===== src/rtl/spm_pkg.sv =====
package spm_pkg;

	// Geometry of the scratchpad.
	localparam int SPM_BANKS     = 8;
	localparam int SPM_ADDR_W    = 7;
	localparam int SPM_DEPTH     = 128;
	localparam int SPM_DATA_W    = 32;

	// Configuration ring.
	localparam int SPM_CFG_DEPTH = 16;
	localparam int SPM_CFG_PTR_W = 4;

	// Width of an external bank select.
	localparam int SPM_SEL_W     = 3;

	// One configuration word, applied for a whole run step.
	// A sel bit of 1 routes the switch port to that bank, 0 the external port.
	typedef struct packed {
		logic [SPM_BANKS-1:0] en;  // Bank enables.
		logic [SPM_BANKS-1:0] sel; // Source selects.
	} spm_inst_t;

	// One access as seen by a bank group.
	typedef struct packed {
		logic [SPM_ADDR_W-1:0] addr;
		logic [SPM_DATA_W-1:0] data;
		logic                  we;  // Write strobe.
		logic                  re;  // Read strobe.
	} spm_access_t;

	// Switch side uses the bank access format as is.
	typedef spm_access_t spm_sw_req_t;

	// External port request.
	typedef struct packed {
		logic [SPM_SEL_W-1:0]  wsel; // Bank to write.
		logic [SPM_SEL_W-1:0]  rsel; // Bank to read.
		logic                  we;
		logic                  re;
		logic [SPM_ADDR_W-1:0] addr;
		logic [SPM_DATA_W-1:0] data;
	} spm_ex_req_t;

	// Read response, one cycle after the request.
	typedef struct packed {
		logic                  valid;
		logic [SPM_DATA_W-1:0] data;
	} spm_rsp_t;

endpackage


===== src/rtl/spm_port_mux.sv =====
`timescale 1ns/1ps

module spm_port_mux
	import spm_pkg::*;
(
	input  logic                         clk,
	input  logic                         rst,
	input  spm_inst_t                    cfg_i,
	input  spm_sw_req_t [SPM_BANKS-1:0]  sw_i,
	input  spm_ex_req_t                  ex_i,
	input  spm_rsp_t    [SPM_BANKS-1:0]  bank_rsp_i,
	output spm_access_t [SPM_BANKS-1:0]  bank_req_o,
	output logic        [SPM_BANKS-1:0]  bank_en_o,
	output spm_rsp_t                     ex_o
);

	logic [SPM_BANKS-1:0] ex_we_oh;
	logic [SPM_BANKS-1:0] ex_re_oh;
	logic [SPM_SEL_W-1:0] rsel_q;
	logic                 re_q;

	// One-hot strobes for the external port.
	assign ex_we_oh = ex_i.we ? (SPM_BANKS'(1) << ex_i.wsel) : '0;
	assign ex_re_oh = ex_i.re ? (SPM_BANKS'(1) << ex_i.rsel) : '0;

	assign bank_en_o = cfg_i.en;

	// Per bank source steering.
	always_comb begin
		for (int k = 0; k < SPM_BANKS; k++) begin
			if (cfg_i.sel[k]) begin
				bank_req_o[k] = sw_i[k]; // Switch side.
			end else begin
				bank_req_o[k].addr = ex_i.addr;
				bank_req_o[k].data = ex_i.data;
				bank_req_o[k].we   = ex_we_oh[k];
				bank_req_o[k].re   = ex_re_oh[k];
			end
		end
	end

	// Delay the read select to meet the bank read latency.
	always_ff @(posedge clk) begin
		if (rst) begin
			rsel_q <= '0;
			re_q <= 1'b0;
		end else begin
			rsel_q <= ex_i.rsel;
			re_q <= ex_i.re;
		end
	end

	// Switch reads are masked by the delayed external strobe.
	assign ex_o.valid = bank_rsp_i[rsel_q].valid & re_q;
	assign ex_o.data  = bank_rsp_i[rsel_q].data;

endmodule


===== config.mk =====
export PLATFORM = sky130hd
export DESIGN_NAME = spm_port_mux
export DESIGN_NICKNAME = d
export VERILOG_FILES = /design/src/rtl/spm_pkg.sv /design/src/rtl/spm_port_mux.sv
export SDC_FILE = /design/constraint.sdc
export NUM_CORES = 1
export LEC_CHECK = 0
export ABC_AREA = 1
export BUFFER_PORTS_ARGS = -buffer_cell sky130_fd_sc_hd__buf_2
export CAP_MARGIN = 0
export CORE_AREA = 2 2 398 400
export DETAILED_ROUTE_END_ITERATION = 8
export DIE_AREA = 0 0 400 402
export PLACE_DENSITY = 0.3
export SLEW_MARGIN = 20
export SYNTH_ARGS = -nofsm -noshare
export SYNTH_HDL_FRONTEND = slang
export SYNTH_SLANG_ARGS = --single-unit

===== constraint.sdc =====
create_clock -name clk -period 1.3 [get_ports clk]
set_clock_uncertainty 0.15 [all_clocks]
set_input_delay 0.13 -clock clk [delete_from_list [all_inputs] [get_ports clk]]
set_output_delay 0.13 -clock clk [all_outputs]
set_load 0.05 [all_outputs]

======== After elaboration in Yosys (flattened, before gate mapping) ========
Cells that the tools add are included.
cells by class
  bitwise operators ....................... 1
  shift operators ......................... 2
  magnitude comparators ................... 1
  mux-type cells .......................... 12
operators by type and width
  cell                                                         number
  two-way mux 41 bit                                           8
  binary-select mux 33 bit (select 3 bit)                      1
  two-way mux 33 bit                                           1
  two-way mux 8 bit                                            2
  << shifter 1 x 3 -> 8 bit (first input constant)             2
  less-than comparator 3 x 4 -> 1 bit (second input constant)  1
  bitwise AND 1 bit                                            1
storage, ports and cells
  word-level logic and storage cells ...... 18
  flip-flop bits (word level) ............. 4

======== Logic depth before layout (Yosys ltp) ========
  word-level depth ........................ 3
  mapped depth ............................ 9

======== Worst setup path after synthesis ========
Ideal clock, no wire load.
  path kind ............................... register to output
  start ................................... register rsel_q[0]
  end ..................................... output port ex_o[32] in the netlist's numbering
  path buffers ............................ 3
  arrival time ............................ 1586 ps
  cell stages (with the launch flop) ...... 10
  required time ........................... 1020 ps
  slack ................................... -566 ps
  path through ............................ dfxtp_1 -> buf_4 -> inv_4 -> buf_6 -> buf_4 -> nand2_1 -> nand3_1 -> nand3_1 -> nand2_1 -> nor2_1
RTL lines
  item                      RTL line            text
  start: declaration        spm_port_mux.sv:19  logic [SPM_SEL_W-1:0] rsel_q;
  start signal: assignment  spm_port_mux.sv:48  rsel_q <= ex_i.rsel;
  end: declaration          spm_port_mux.sv:14  output spm_rsp_t ex_o

==> out/qor.json <==
{
  "outcome": {
    "run_status": "finished with violations",
    "violations_in_the_final_reports": "setup timing"
  },
  "sta": {
    "hold_ws_ns": 0.0483,
    "tightestPinTransition_ns": 0.510,
    "rsz0062_at_grt": "yes",
    "final.period_utilization_pct": 155,
    "timing.final.ws_setup_ns": -0.719,
    "drv_slew": 0,
    "finalSetupViolations": 54,
    "timing_hold_violations_final": 0,
    "max-slew-margin-rel_pct": 65.9,
    "top_achievable_clock_speed_mhz": 495,
    "final_period_minus_worst_setup_slack_ns": 2.02
  },
  "setup_path": {
    "top_delay_family_on_crit_path": "buffers and inverters",
    "crit_type": "flop to primary output",
    "cp_cell_sequence": "inv_4 -> buf_12 -> buf_4 -> buf_4 -> o21ai_2 -> nand2_1 -> nand2_2 -> nand2_4 -> buf_12",
    "worstPathMaxFanout": 16,
    "timing.critical_path.required_ns": 1.02,
    "critPathMaxStageDelay_ns": 0.40,
    "crit_arrival_ns": 1.74,
    "nature_of_the_critical_path_startpoint": "flop",
    "critical_path.n_buffers_inverters": 5,
    "cpMaxStageDelayCell": "sky130_fd_sc_hd__dfxtp_4",
    "worstSetupEndpointType": "primary output"
  },
  "synthesis": {
    "synthesis.area_per_instance_um2": 4.31,
    "total_of_flip_flops_plus_latches_after_synthesis": 4,
    "netlist_instances": 1447,
    "yosys.cell_types.count": 15,
    "synth_fp_nets": 2104,
    "synth_seq_area_share_pct": 1.28,
    "yosysWarnings": 0,
    "netlist_area_mm2": 0.00623
  },
  "route": {
    "drc_errors": 0,
    "drt_first_iter_violations": 852,
    "wirelength_mm": 133,
    "drtPass1Iterations": 7,
    "overall_via_count_from_detail_route": 15700,
    "postRouteAntennaNets": 0,
    "post_drt_via_cell_ratio": 3.25,
    "drt-wirelength-per-cell_um": 27.6
  },
  "grt": {
    "gr-usage-all-layers_pct": 15.5,
    "gr-total-overflow": 0,
    "first_global_vias": 15700,
    "antenna_violations_before_repair": 106,
    "grt_pass1_wl_mm": 164,
    "grt_start_max_net_pins": 32
  },
  "place": {
    "post_dp_hpwl_mm": 117,
    "io_buffer_count": 1009,
    "postPlaceCellArea_mm2": 0.0210,
    "finalWeightedCongestion": 0.901,
    "detailedPlace.worstSlack_ns": -0.741
  },
  "cts": {
    "ctsRootBufferMaster": "sky130_fd_sc_hd__clkbuf_16",
    "clockBufferDepth": 2,
    "worst_setup_hold_path_clk_slew_ns": 0.04,
    "tritoncts_num_sinks": 4,
    "cts_made_buffers": 3,
    "tritoncts": "built",
    "htree_levels": 1
  },
  "floorplan": {
    "fp.coreArea_mm2": 0.157,
    "die_width_um": 400,
    "fp.dieArea_mm2": 0.161,
    "num_rows": 146,
    "boundaryPins": 1026,
    "floorplan.initialDensity_pct": 3.97,
    "die_h_um": 402
  },
  "layout": {
    "post_route_cells_drive_above_1_share_pct": 66.3,
    "area_delta_synth_final_pct": 296,
    "layout.cells.most_common_list": "652 x sky130_fd_sc_hd__buf_2, 342 x sky130_fd_sc_hd__nand2_1, 334 x sky130_fd_sc_hd__buf_12",
    "final_core_util_pct": 15.7,
    "area_of_all_placed_cells_without_fillers_mm2": 0.0247,
    "net_count_reported_at_finish": 3380,
    "layout.cells.most_common": "sky130_fd_sc_hd__buf_2",
    "n_fill_cell": 18200
  },
  "power_and_ir_drop": {
    "total_power_uw": 15100,
    "power.ir.vdd_worst_v": 0.000257,
    "power_density_mw_per_mm2": 610,
    "static_leak_uw": 0.0114
  },
  "min_path": {
    "worstHoldPathType": "primary input to flop"
  },
  "flow_run": {
    "cap_violations": 0
  }
}
-- registers in the layout, indices dropped and copies added, names as in the netlist --
name / flops
rsel_q: 3
re_q: 1
-- routing by layer --
| metal | vias up | share of wire (%) | GRT usage, % |
|---|---|---|---|
| met2 | 814 | 51 | 28.2 |
| li1 | 7236 | - | - |
| met5 | - | 0.13 | 0 |
| met3 | 212 | 12 | 7.45 |
| met4 | 26 | 2.5 | 2.52 |
| met1 | 7379 | 35 | 16.2 |
-- per-stage QoR --
step | std cells | setup TNS (ns)
2_1_floorplan | 1447 | -169.24
3_3_place_gp | 4742 | -50.09
3_5_place_dp | 4742 | -47.91
4_1_cts | 4791 | -24.89
5_1_grt | 4804 | -24.60
6_report | 4815 | -21.01
-- path summary, 6_finish.rpt --
check / startpoint / endpoint / slack, ns / depth (start not counted)
worst max-delay path: rsel_q[0]$_SDFF_PP0_ / ex_o[3] / -0.72 / 9
worst min-delay path: rst / rsel_q[1]$_SDFF_PP0_ / 0.05 / 2
-- power breakdown --
part / internal (uW) / switching, uW / leakage (uW)
Combinational: 6070 / 8290 / 0.0114
Sequential: 128 / 19.4 / 0.0000351
Clock: 411 / 143 / 0.0000383
Total: 6600 / 8460 / 0.0114
-- synthesized netlist by cell type (all sizes together) --
cell type / count / area, um^2
nand3: 17 / 85.1
clkbuf: 80 / 300
dfxtp: 4 / 80.1
o31ai: 2 / 15.0
o21ai: 442 / 2210
inv: 66 / 250
buf: 50 / 342
nor2: 270 / 1010
nand2: 516 / 1940
-- cell type report --
cell class | count | area [um^2] | area share (%)
Inverter | 66 | 298 | 1.21
Timing Repair Buffer | 1401 | 14300 | 58.0
Tap cell | 2072 | 2590 | 10.5
Sequential cell | 4 | 91.3 | 0.370
Multi-Input combinational cell | 1247 | 7270 | 29.4
Clock buffer | 4 | 78.8 | 0.319
Antenna cell | 21 | 52.6 | 0.213
-- what timing repair did --
action | 4_1_cts | 5_1_grt
endpoints found under the hold margin | 2 | 0
buffers inserted | 43 | 13
cloned | 18 | 8
hold buffers | 1 | 0
pin swaps | 55 | 33
resized for setup | 617 | 278
setup endpoints to repair | 326 | 187
-- cells by family (layout without fill, tap and decap cells) --
family / Yosys count / count (layout) / share of synthesized area, %
flops: 4 / 4 / 1.28
simple gates: 803 / 803 / 48.7
other cells: 0 / 21 / 0
buf+inv: 196 / 1471 / 14.3
compound gates: 444 / 444 / 35.7
No activity file was read; power rests on OpenSTA's default activity.
