### config.mk
export PLATFORM = sky130hd
export DESIGN_NAME = spm_config_buffer
export DESIGN_NICKNAME = d
export VERILOG_FILES = /design/src/rtl/spm_pkg.sv /design/src/rtl/spm_config_buffer.sv
export SDC_FILE = /design/constraint.sdc
export NUM_CORES = 1
export LEC_CHECK = 0
export ABC_AREA = 1
export ABC_CLOCK_PERIOD_IN_PS = 1900
export BUFFER_PORTS_ARGS = -buffer_cell sky130_fd_sc_hd__buf_2
export CORE_ASPECT_RATIO = 0.75
export CORE_MARGIN = 10
export CORE_UTILIZATION = 40
export DETAILED_ROUTE_END_ITERATION = 16
export SLEW_MARGIN = 20
export SYNTH_ARGS = -nofsm -noshare
export SYNTH_HDL_FRONTEND = slang
export SYNTH_SLANG_ARGS = --single-unit
### constraint.sdc
create_clock -name clk -period 1.9 [get_ports clk]
set_clock_uncertainty 0.1 [all_clocks]
set_input_delay 0.285 -clock clk [delete_from_list [all_inputs] [get_ports clk]]
set_output_delay 0.285 -clock clk [all_outputs]
set_load 0.02 [all_outputs]
### src/rtl/spm_pkg.sv
package spm_pkg;

	// Geometry of the scratchpad.
	localparam int SPM_BANKS     = 8;
	localparam int SPM_ADDR_W    = 7;
	localparam int SPM_DEPTH     = 128;
	localparam int SPM_DATA_W    = 32;

	// Configuration ring.
	localparam int SPM_CFG_DEPTH = 16;
	localparam int SPM_CFG_PTR_W = 4;

	// Width of an external bank select.
	localparam int SPM_SEL_W     = 3;

	// One configuration word, applied for a whole run step.
	// A sel bit of 1 routes the switch port to that bank, 0 the external port.
	typedef struct packed {
		logic [SPM_BANKS-1:0] en;  // Bank enables.
		logic [SPM_BANKS-1:0] sel; // Source selects.
	} spm_inst_t;

	// One access as seen by a bank group.
	typedef struct packed {
		logic [SPM_ADDR_W-1:0] addr;
		logic [SPM_DATA_W-1:0] data;
		logic                  we;  // Write strobe.
		logic                  re;  // Read strobe.
	} spm_access_t;

	// Switch side uses the bank access format as is.
	typedef spm_access_t spm_sw_req_t;

	// External port request.
	typedef struct packed {
		logic [SPM_SEL_W-1:0]  wsel; // Bank to write.
		logic [SPM_SEL_W-1:0]  rsel; // Bank to read.
		logic                  we;
		logic                  re;
		logic [SPM_ADDR_W-1:0] addr;
		logic [SPM_DATA_W-1:0] data;
	} spm_ex_req_t;

	// Read response, one cycle after the request.
	typedef struct packed {
		logic                  valid;
		logic [SPM_DATA_W-1:0] data;
	} spm_rsp_t;

endpackage

### src/rtl/spm_config_buffer.sv
`timescale 1ns/1ps

module spm_config_buffer
	import spm_pkg::*;
(
	input  logic      clk,
	input  logic      rst,
	input  logic      init_i,
	input  logic      run_i,
	input  spm_inst_t inst_i,
	output spm_inst_t cfg_o
);

	spm_inst_t                entries [SPM_CFG_DEPTH];
	logic [SPM_CFG_PTR_W-1:0] wr_ptr;
	logic [SPM_CFG_PTR_W-1:0] rd_ptr;
	spm_inst_t                cfg_q;

	// Write side. Entries are filled in order while init is high.
	always_ff @(posedge clk) begin
		if (rst) begin
			for (int i = 0; i < SPM_CFG_DEPTH; i++) begin
				entries[i] <= '0;
			end
			wr_ptr <= '0;
		end else if (init_i) begin
			entries[wr_ptr] <= inst_i;
			wr_ptr <= wr_ptr + 1'b1; // Wraps at the last entry.
		end
	end

	// Read side. Each run pulse issues the next entry.
	always_ff @(posedge clk) begin
		if (rst) begin
			rd_ptr <= '0;
			cfg_q <= '0; // All banks off, external source.
		end else if (!init_i && run_i) begin
			cfg_q <= entries[rd_ptr];
			rd_ptr <= rd_ptr + 1'b1;
		end
	end

	assign cfg_o = cfg_q;

endmodule

* After elaboration in Yosys (flattened, before gate mapping)
Memories as Yosys holds them, arrays and structs flattened. A register that Yosys moved wholly into a read port is not among the register bits. Cells that the tools add are included.
Storage, ports and cells: register bits after elaboration 8, RAM bits 256, input port bits 20, output and inout bits 16, logic and storage cells 16, memories 1
Cells by class: add/subtract/negate cells 2, mux-type cells 8, reductions and logical operators 3
Memory list:
- entries | words 16, bits a word 16, read ports 1, clocked after Yosys merged registers in 1, write ports 16, line spm_config_buffer.sv:14 | spm_inst_t entries [SPM_CFG_DEPTH];
Operators with widths (count):
- $mux W16 | 1
- $reduce_or A16 Y1 | 1
- $add A4 B1 Y4 const B | 2
- $mux W1 | 6
- $mux W4 | 1
- $logic_and A1 B1 Y1 | 1
- $logic_not A1 Y1 | 1

* Logic depth before layout (Yosys ltp)
depth in word-level cells 5, gate-level depth with buffers 12, gate-level depth less buffers 11

* Worst setup path after synthesis
OpenSTA, ideal clock, no wires.
path kind register to register, from reg wr_ptr[0], to mem entries[15][0] (netlist name), enable pin, setup time 0.372 ns, arrival 1.549 ns, data required time 1.428 ns, setup slack -0.121 ns, cell stages (with the launch flop) 7, clock period less this slack 2.021 ns, cell sequence dfxtp_1 > ha_1 > nand2_1 > nor2_1 > nand2_2 > buf_2 > nand2_1
RTL lines:
- start: declaration | line spm_config_buffer.sv:15 | logic [SPM_CFG_PTR_W-1:0] wr_ptr;
- start signal: assignment | line spm_config_buffer.sv:28 | wr_ptr <= wr_ptr + 1'b1;
- end: declaration | line spm_config_buffer.sv:14

==> run summary <==
========================================================================================
Max-cap violations                                                                     0
Launching point of the worst reg2reg path                                      wr_ptr[1]
Detailed-route wire length per cell                                             19.87 um
Mean post-synth cell area                                                    9.422 sq um
Share of Yosys cell area claimed by the top area cell type                        0.6139
Slack of the worst reg-to-reg path                                               0.08 ns
Area growth from synthesis to layout                                              17.63%
Tot GR Track Use                                                                  0.1833
Run status                                                                     completed
Worst path buffer plus inverter count                                                  3
Number of antenna violations at the first check in global routing                      0
Upper clock frequency limit                                                    548.3 MHz
Nature of the critical path startpoint                                              flop
Routed via count                                                                    9489
# H-tree levels                                                                        1
Worst hold endpoint                                                            rd_ptr[1]
Total wire length                                                               36200 um
Largest net degree at the start of global routing                                     48
Port bufs                                                                             35
Top sig layer                                                                       met4
Net count reported at finish                                                        1417
Met2 Routed Length                                                              15440 um
Synth top cells by count                                                    sky130_fd_sc_hd__nand2_1 (377), sky130_fd_sc_hd__nor2_1 (296), sky130_fd_sc_hd__edfxtp_1 (256)
Rows                                                                                  56
Min-Delay Startpoint                                                               run_i
Clock slew at the register clock pins of the worst setup and hold paths          0.06 ns
Time the final worst path needs with I/O delays and setup                       1.824 ns
Worst-Margin Slew                                                              0.4548 ns
Number of enable flip-flop cells after synthesis                                     256
Post-synthesis net count                                                            1354
Share of layout cells above drive strength 1                                      0.1321
Detailed Route Iter0 Violations                                                     1228
Leading post-synthesis cells by cell area                                   sky130_fd_sc_hd__edfxtp_1 (61%), sky130_fd_sc_hd__nand2_1 (11%), sky130_fd_sc_hd__nor2_1 (8.9%)
Cell taking the most area after synthesis                                   sky130_fd_sc_hd__edfxtp_1
Clk buf depth                                                                          3
Post-synthesis instance area                                                 12520 sq um
Number of cells on the worst hold path                                                 3
Final Max Tran Viols                                                                   0
Total power of the final layout                                                 14.13 mW
Vertical die dimension                                                          173.2 um
Initial standard-cell utilization of the core                                     0.4034
Antenna diodes                                                                         0
Total clock buffers created by CTS                                                    30
Remaining antenna violation count after routing                                        0
Worst reg-to-reg path cell count                                                       7
RSZ-0062 raised after global routing                                               false
Power per cell area                                                         959.6 nW/um^2
Gpl congestion                                                                    0.8353
Sequential area share after synthesis                                             0.6523
Worst IR Drop VDD                                                              0.5065 mV
Leading register cell type out of synthesis                                 sky130_fd_sc_hd__edfxtp_1
Area of all placed cells without fillers                                     14730 sq um
Area of the core                                                             31040 sq um
CTS tree                                                                            done
Global-route wire length before repair                                          54430 um
Yosys warning count                                                                    0
Top-level port count                                                                  36
Gate family responsible for the most delay along the worst path             simple AND/OR/NAND/NOR gates
Fraction of synthesis flops using an asynchronous set or reset pin                     0
Final core utilization                                                            0.4745
Endpoint kind of the worst setup timing path                                        flop
Critical-path cell list                                                     inv_1 -> ha_1 -> inv_1 -> nor2_2 -> nand2_1 -> nand2_1 -> buf_4
Number of buffers added for setup after CTS                                            0
Final clock period utilization by the worst path                                  0.9599
Class of the most critical hold timing path                                       in2reg
Largest fanout of any net on the critical path                                         5
Number of search-and-repair iterations in the first detailed-routing pass              5
Count of filler cells inserted in the layout                                        2886
Instance count of the mapped netlist                                                1329
Post-DR vias/cell                                                                  5.208
Floorplan die area                                                           38860 sq um
Overall overflow remaining after global route                                          0
M1 wire length                                                                  16260 um
Post-synth cell types                                                                 19
Crit path arrival time                                                           1.99 ns
Placement-stage cell area                                                    13720 sq um
Total setup violations reported at the end of the flow                                 0
Most frequent cell after synthesis                                          sky130_fd_sc_hd__nand2_1
Via count of the first global-routing pass                                          8909
Lkg Pwr                                                                         6.173 nW
Synth Register Bits                                                                  280
Width of the chip                                                               224.3 um
Clk Tree Root Cell                                                          sky130_fd_sc_hd__clkbuf_16
CTS sink cnt                                                                         280
Setup CP Type                                                                    reg2reg
Endpoint of the most critical register-to-register path                     entries[0][8]
Post-detailed-placement half-perimeter wirelength                               22970 um
CP Data Required Time                                                            2.06 ns
Met3 Routed Length                                                               3752 um
Slowest cell on crit path                                                   sky130_fd_sc_hd__dfxtp_1
Worst path max stage delay                                                       0.34 ns
Worst slew margin relative to its limit                                           0.6957
# DRC                                                                                  0
Count of final hold-check violations                                                   0
Worst skew pair latency                                                          0.55 ns
========================================================================================
-- worst min-delay path: stages --
cell and delay (ns):
sky130_fd_sc_hd__buf_2 0.13, sky130_fd_sc_hd__nand2_1 0.18, sky130_fd_sc_hd__a21oi_1 0.10
-- state kept, by name, indices dropped and copies added (netlist names) --
| name | count |
|---|---|
| rd_ptr | 4 |
| wr_ptr | 4 |
| entries | 256 |
| cfg_o | 16 |
-- layout by cell type (no fill, tap or decap) --
master                          count
sky130_fd_sc_hd__clkbuf_16         32
sky130_fd_sc_hd__clkinv_1           4
sky130_fd_sc_hd__ha_1               5
sky130_fd_sc_hd__clkinv_2          10
sky130_fd_sc_hd__buf_4             62
sky130_fd_sc_hd__o21ai_0            3
sky130_fd_sc_hd__clkbuf_8           2
sky130_fd_sc_hd__dfxtp_2            1
sky130_fd_sc_hd__dfxtp_1           22
sky130_fd_sc_hd__nand3_1          203
sky130_fd_sc_hd__buf_16             1
sky130_fd_sc_hd__inv_4              1
sky130_fd_sc_hd__a21oi_1            7
sky130_fd_sc_hd__nor4_1             2
sky130_fd_sc_hd__clkinvlp_4         3
sky130_fd_sc_hd__inv_2              2
sky130_fd_sc_hd__dfxtp_4            1
sky130_fd_sc_hd__buf_2             35
sky130_fd_sc_hd__nand2_1          377
sky130_fd_sc_hd__nand2_2           10
sky130_fd_sc_hd__bufinv_16          2
sky130_fd_sc_hd__nor3_1             3
sky130_fd_sc_hd__inv_1             44
sky130_fd_sc_hd__clkbuf_1           6
sky130_fd_sc_hd__nor2_2             3
sky130_fd_sc_hd__edfxtp_1         256
sky130_fd_sc_hd__clkinv_4           1
sky130_fd_sc_hd__buf_12            21
sky130_fd_sc_hd__dlygate4sd3_1      1
sky130_fd_sc_hd__nor2_1           296
-- cell families (layout without fill, tap and decap cells) --
| kind of cell | count (synthesis) | count (layout) | share of synthesized area |
|---|---|---|---|
| simple gates | 894 | 894 | 0.2916 |
| flops | 280 | 280 | 0.6523 |
| buf+inv | 140 | 227 | 0.04716 |
| compound gates | 10 | 10 | 0.003996 |
| fa+ha+maj | 5 | 5 | 0.004996 |
-- how the worst max path moves through the flow --
stage / slack (ns) / endpoint / cells after the start / from
final: 0.08 / entries[0][8] / 7 / wr_ptr[1]
after global routing: 0.02 / entries[2][4] / 7 / wr_ptr[0]
after CTS: 0.13 / entries[0][0] / 7 / wr_ptr[1]
after detailed placement: 0.14 / entries[2][4] / 7 / wr_ptr[0]
after global placement: 0.18 / entries[3][2] / 7 / wr_ptr[0]
after floorplan: -0.12 / entries[15][0] / 6 / wr_ptr[0]
-- through the flow --
step / std cells / setup WS, ns / setup TNS [ns] / hold slack (ns)
after floorplan: 1329 / -0.1207 / -15.50 / 0.3526
after global placement: 1764 / 0.1794 / 0 / 0.4297
after detailed placement: 1764 / 0.1444 / 0 / 0.4555
after CTS: 1821 / 0.1339 / 0 / 0.03798
after global routing: 1822 / 0.02112 / 0 / 0.07889
final: 1822 / 0.07611 / 0 / 0.07334
-- where the power goes --
| group | switching [mW] | internal, mW | total (mW) | leakage [nW] |
|---|---|---|---|---|
| logic | 0.913 | 0.427 | 1.34 | 2.85 |
| clock network | 2.42 | 3.33 | 5.75 | 0.477 |
| registers | 0.0816 | 6.96 | 7.04 | 2.85 |
-- layout make-up --
class,instances,area [sq um],share of cell area
well taps,406,508.0,0.03449
inverters,50,190.2,0.01291
clock inverters,17,145.1,0.009854
clock buffers,39,825.8,0.05607
flip-flops and latches,280,8173,0.5549
multi-input cells,909,3764,0.2555
repair buffers,121,1124,0.07628
-- what timing repair did --
| action | 4_1_cts | 5_1_grt |
|---|---|---|
| endpoints found under the setup margin | 0 | 1 |
| hold buffers | 1 | 0 |
| hold endpoints to repair | 2 | 0 |
| resized for setup | 0 | 1 |
-- per-layer routing --
metal | GRT usage | vias up
li1 | - | 4500
met1 | 0.2770 | 4539
met2 | 0.2585 | 398
met3 | 0.04362 | 52
met4 | 0.04100 | 0
met5 | 0 | -
Note: power is estimated with default switching activity, not from simulation.
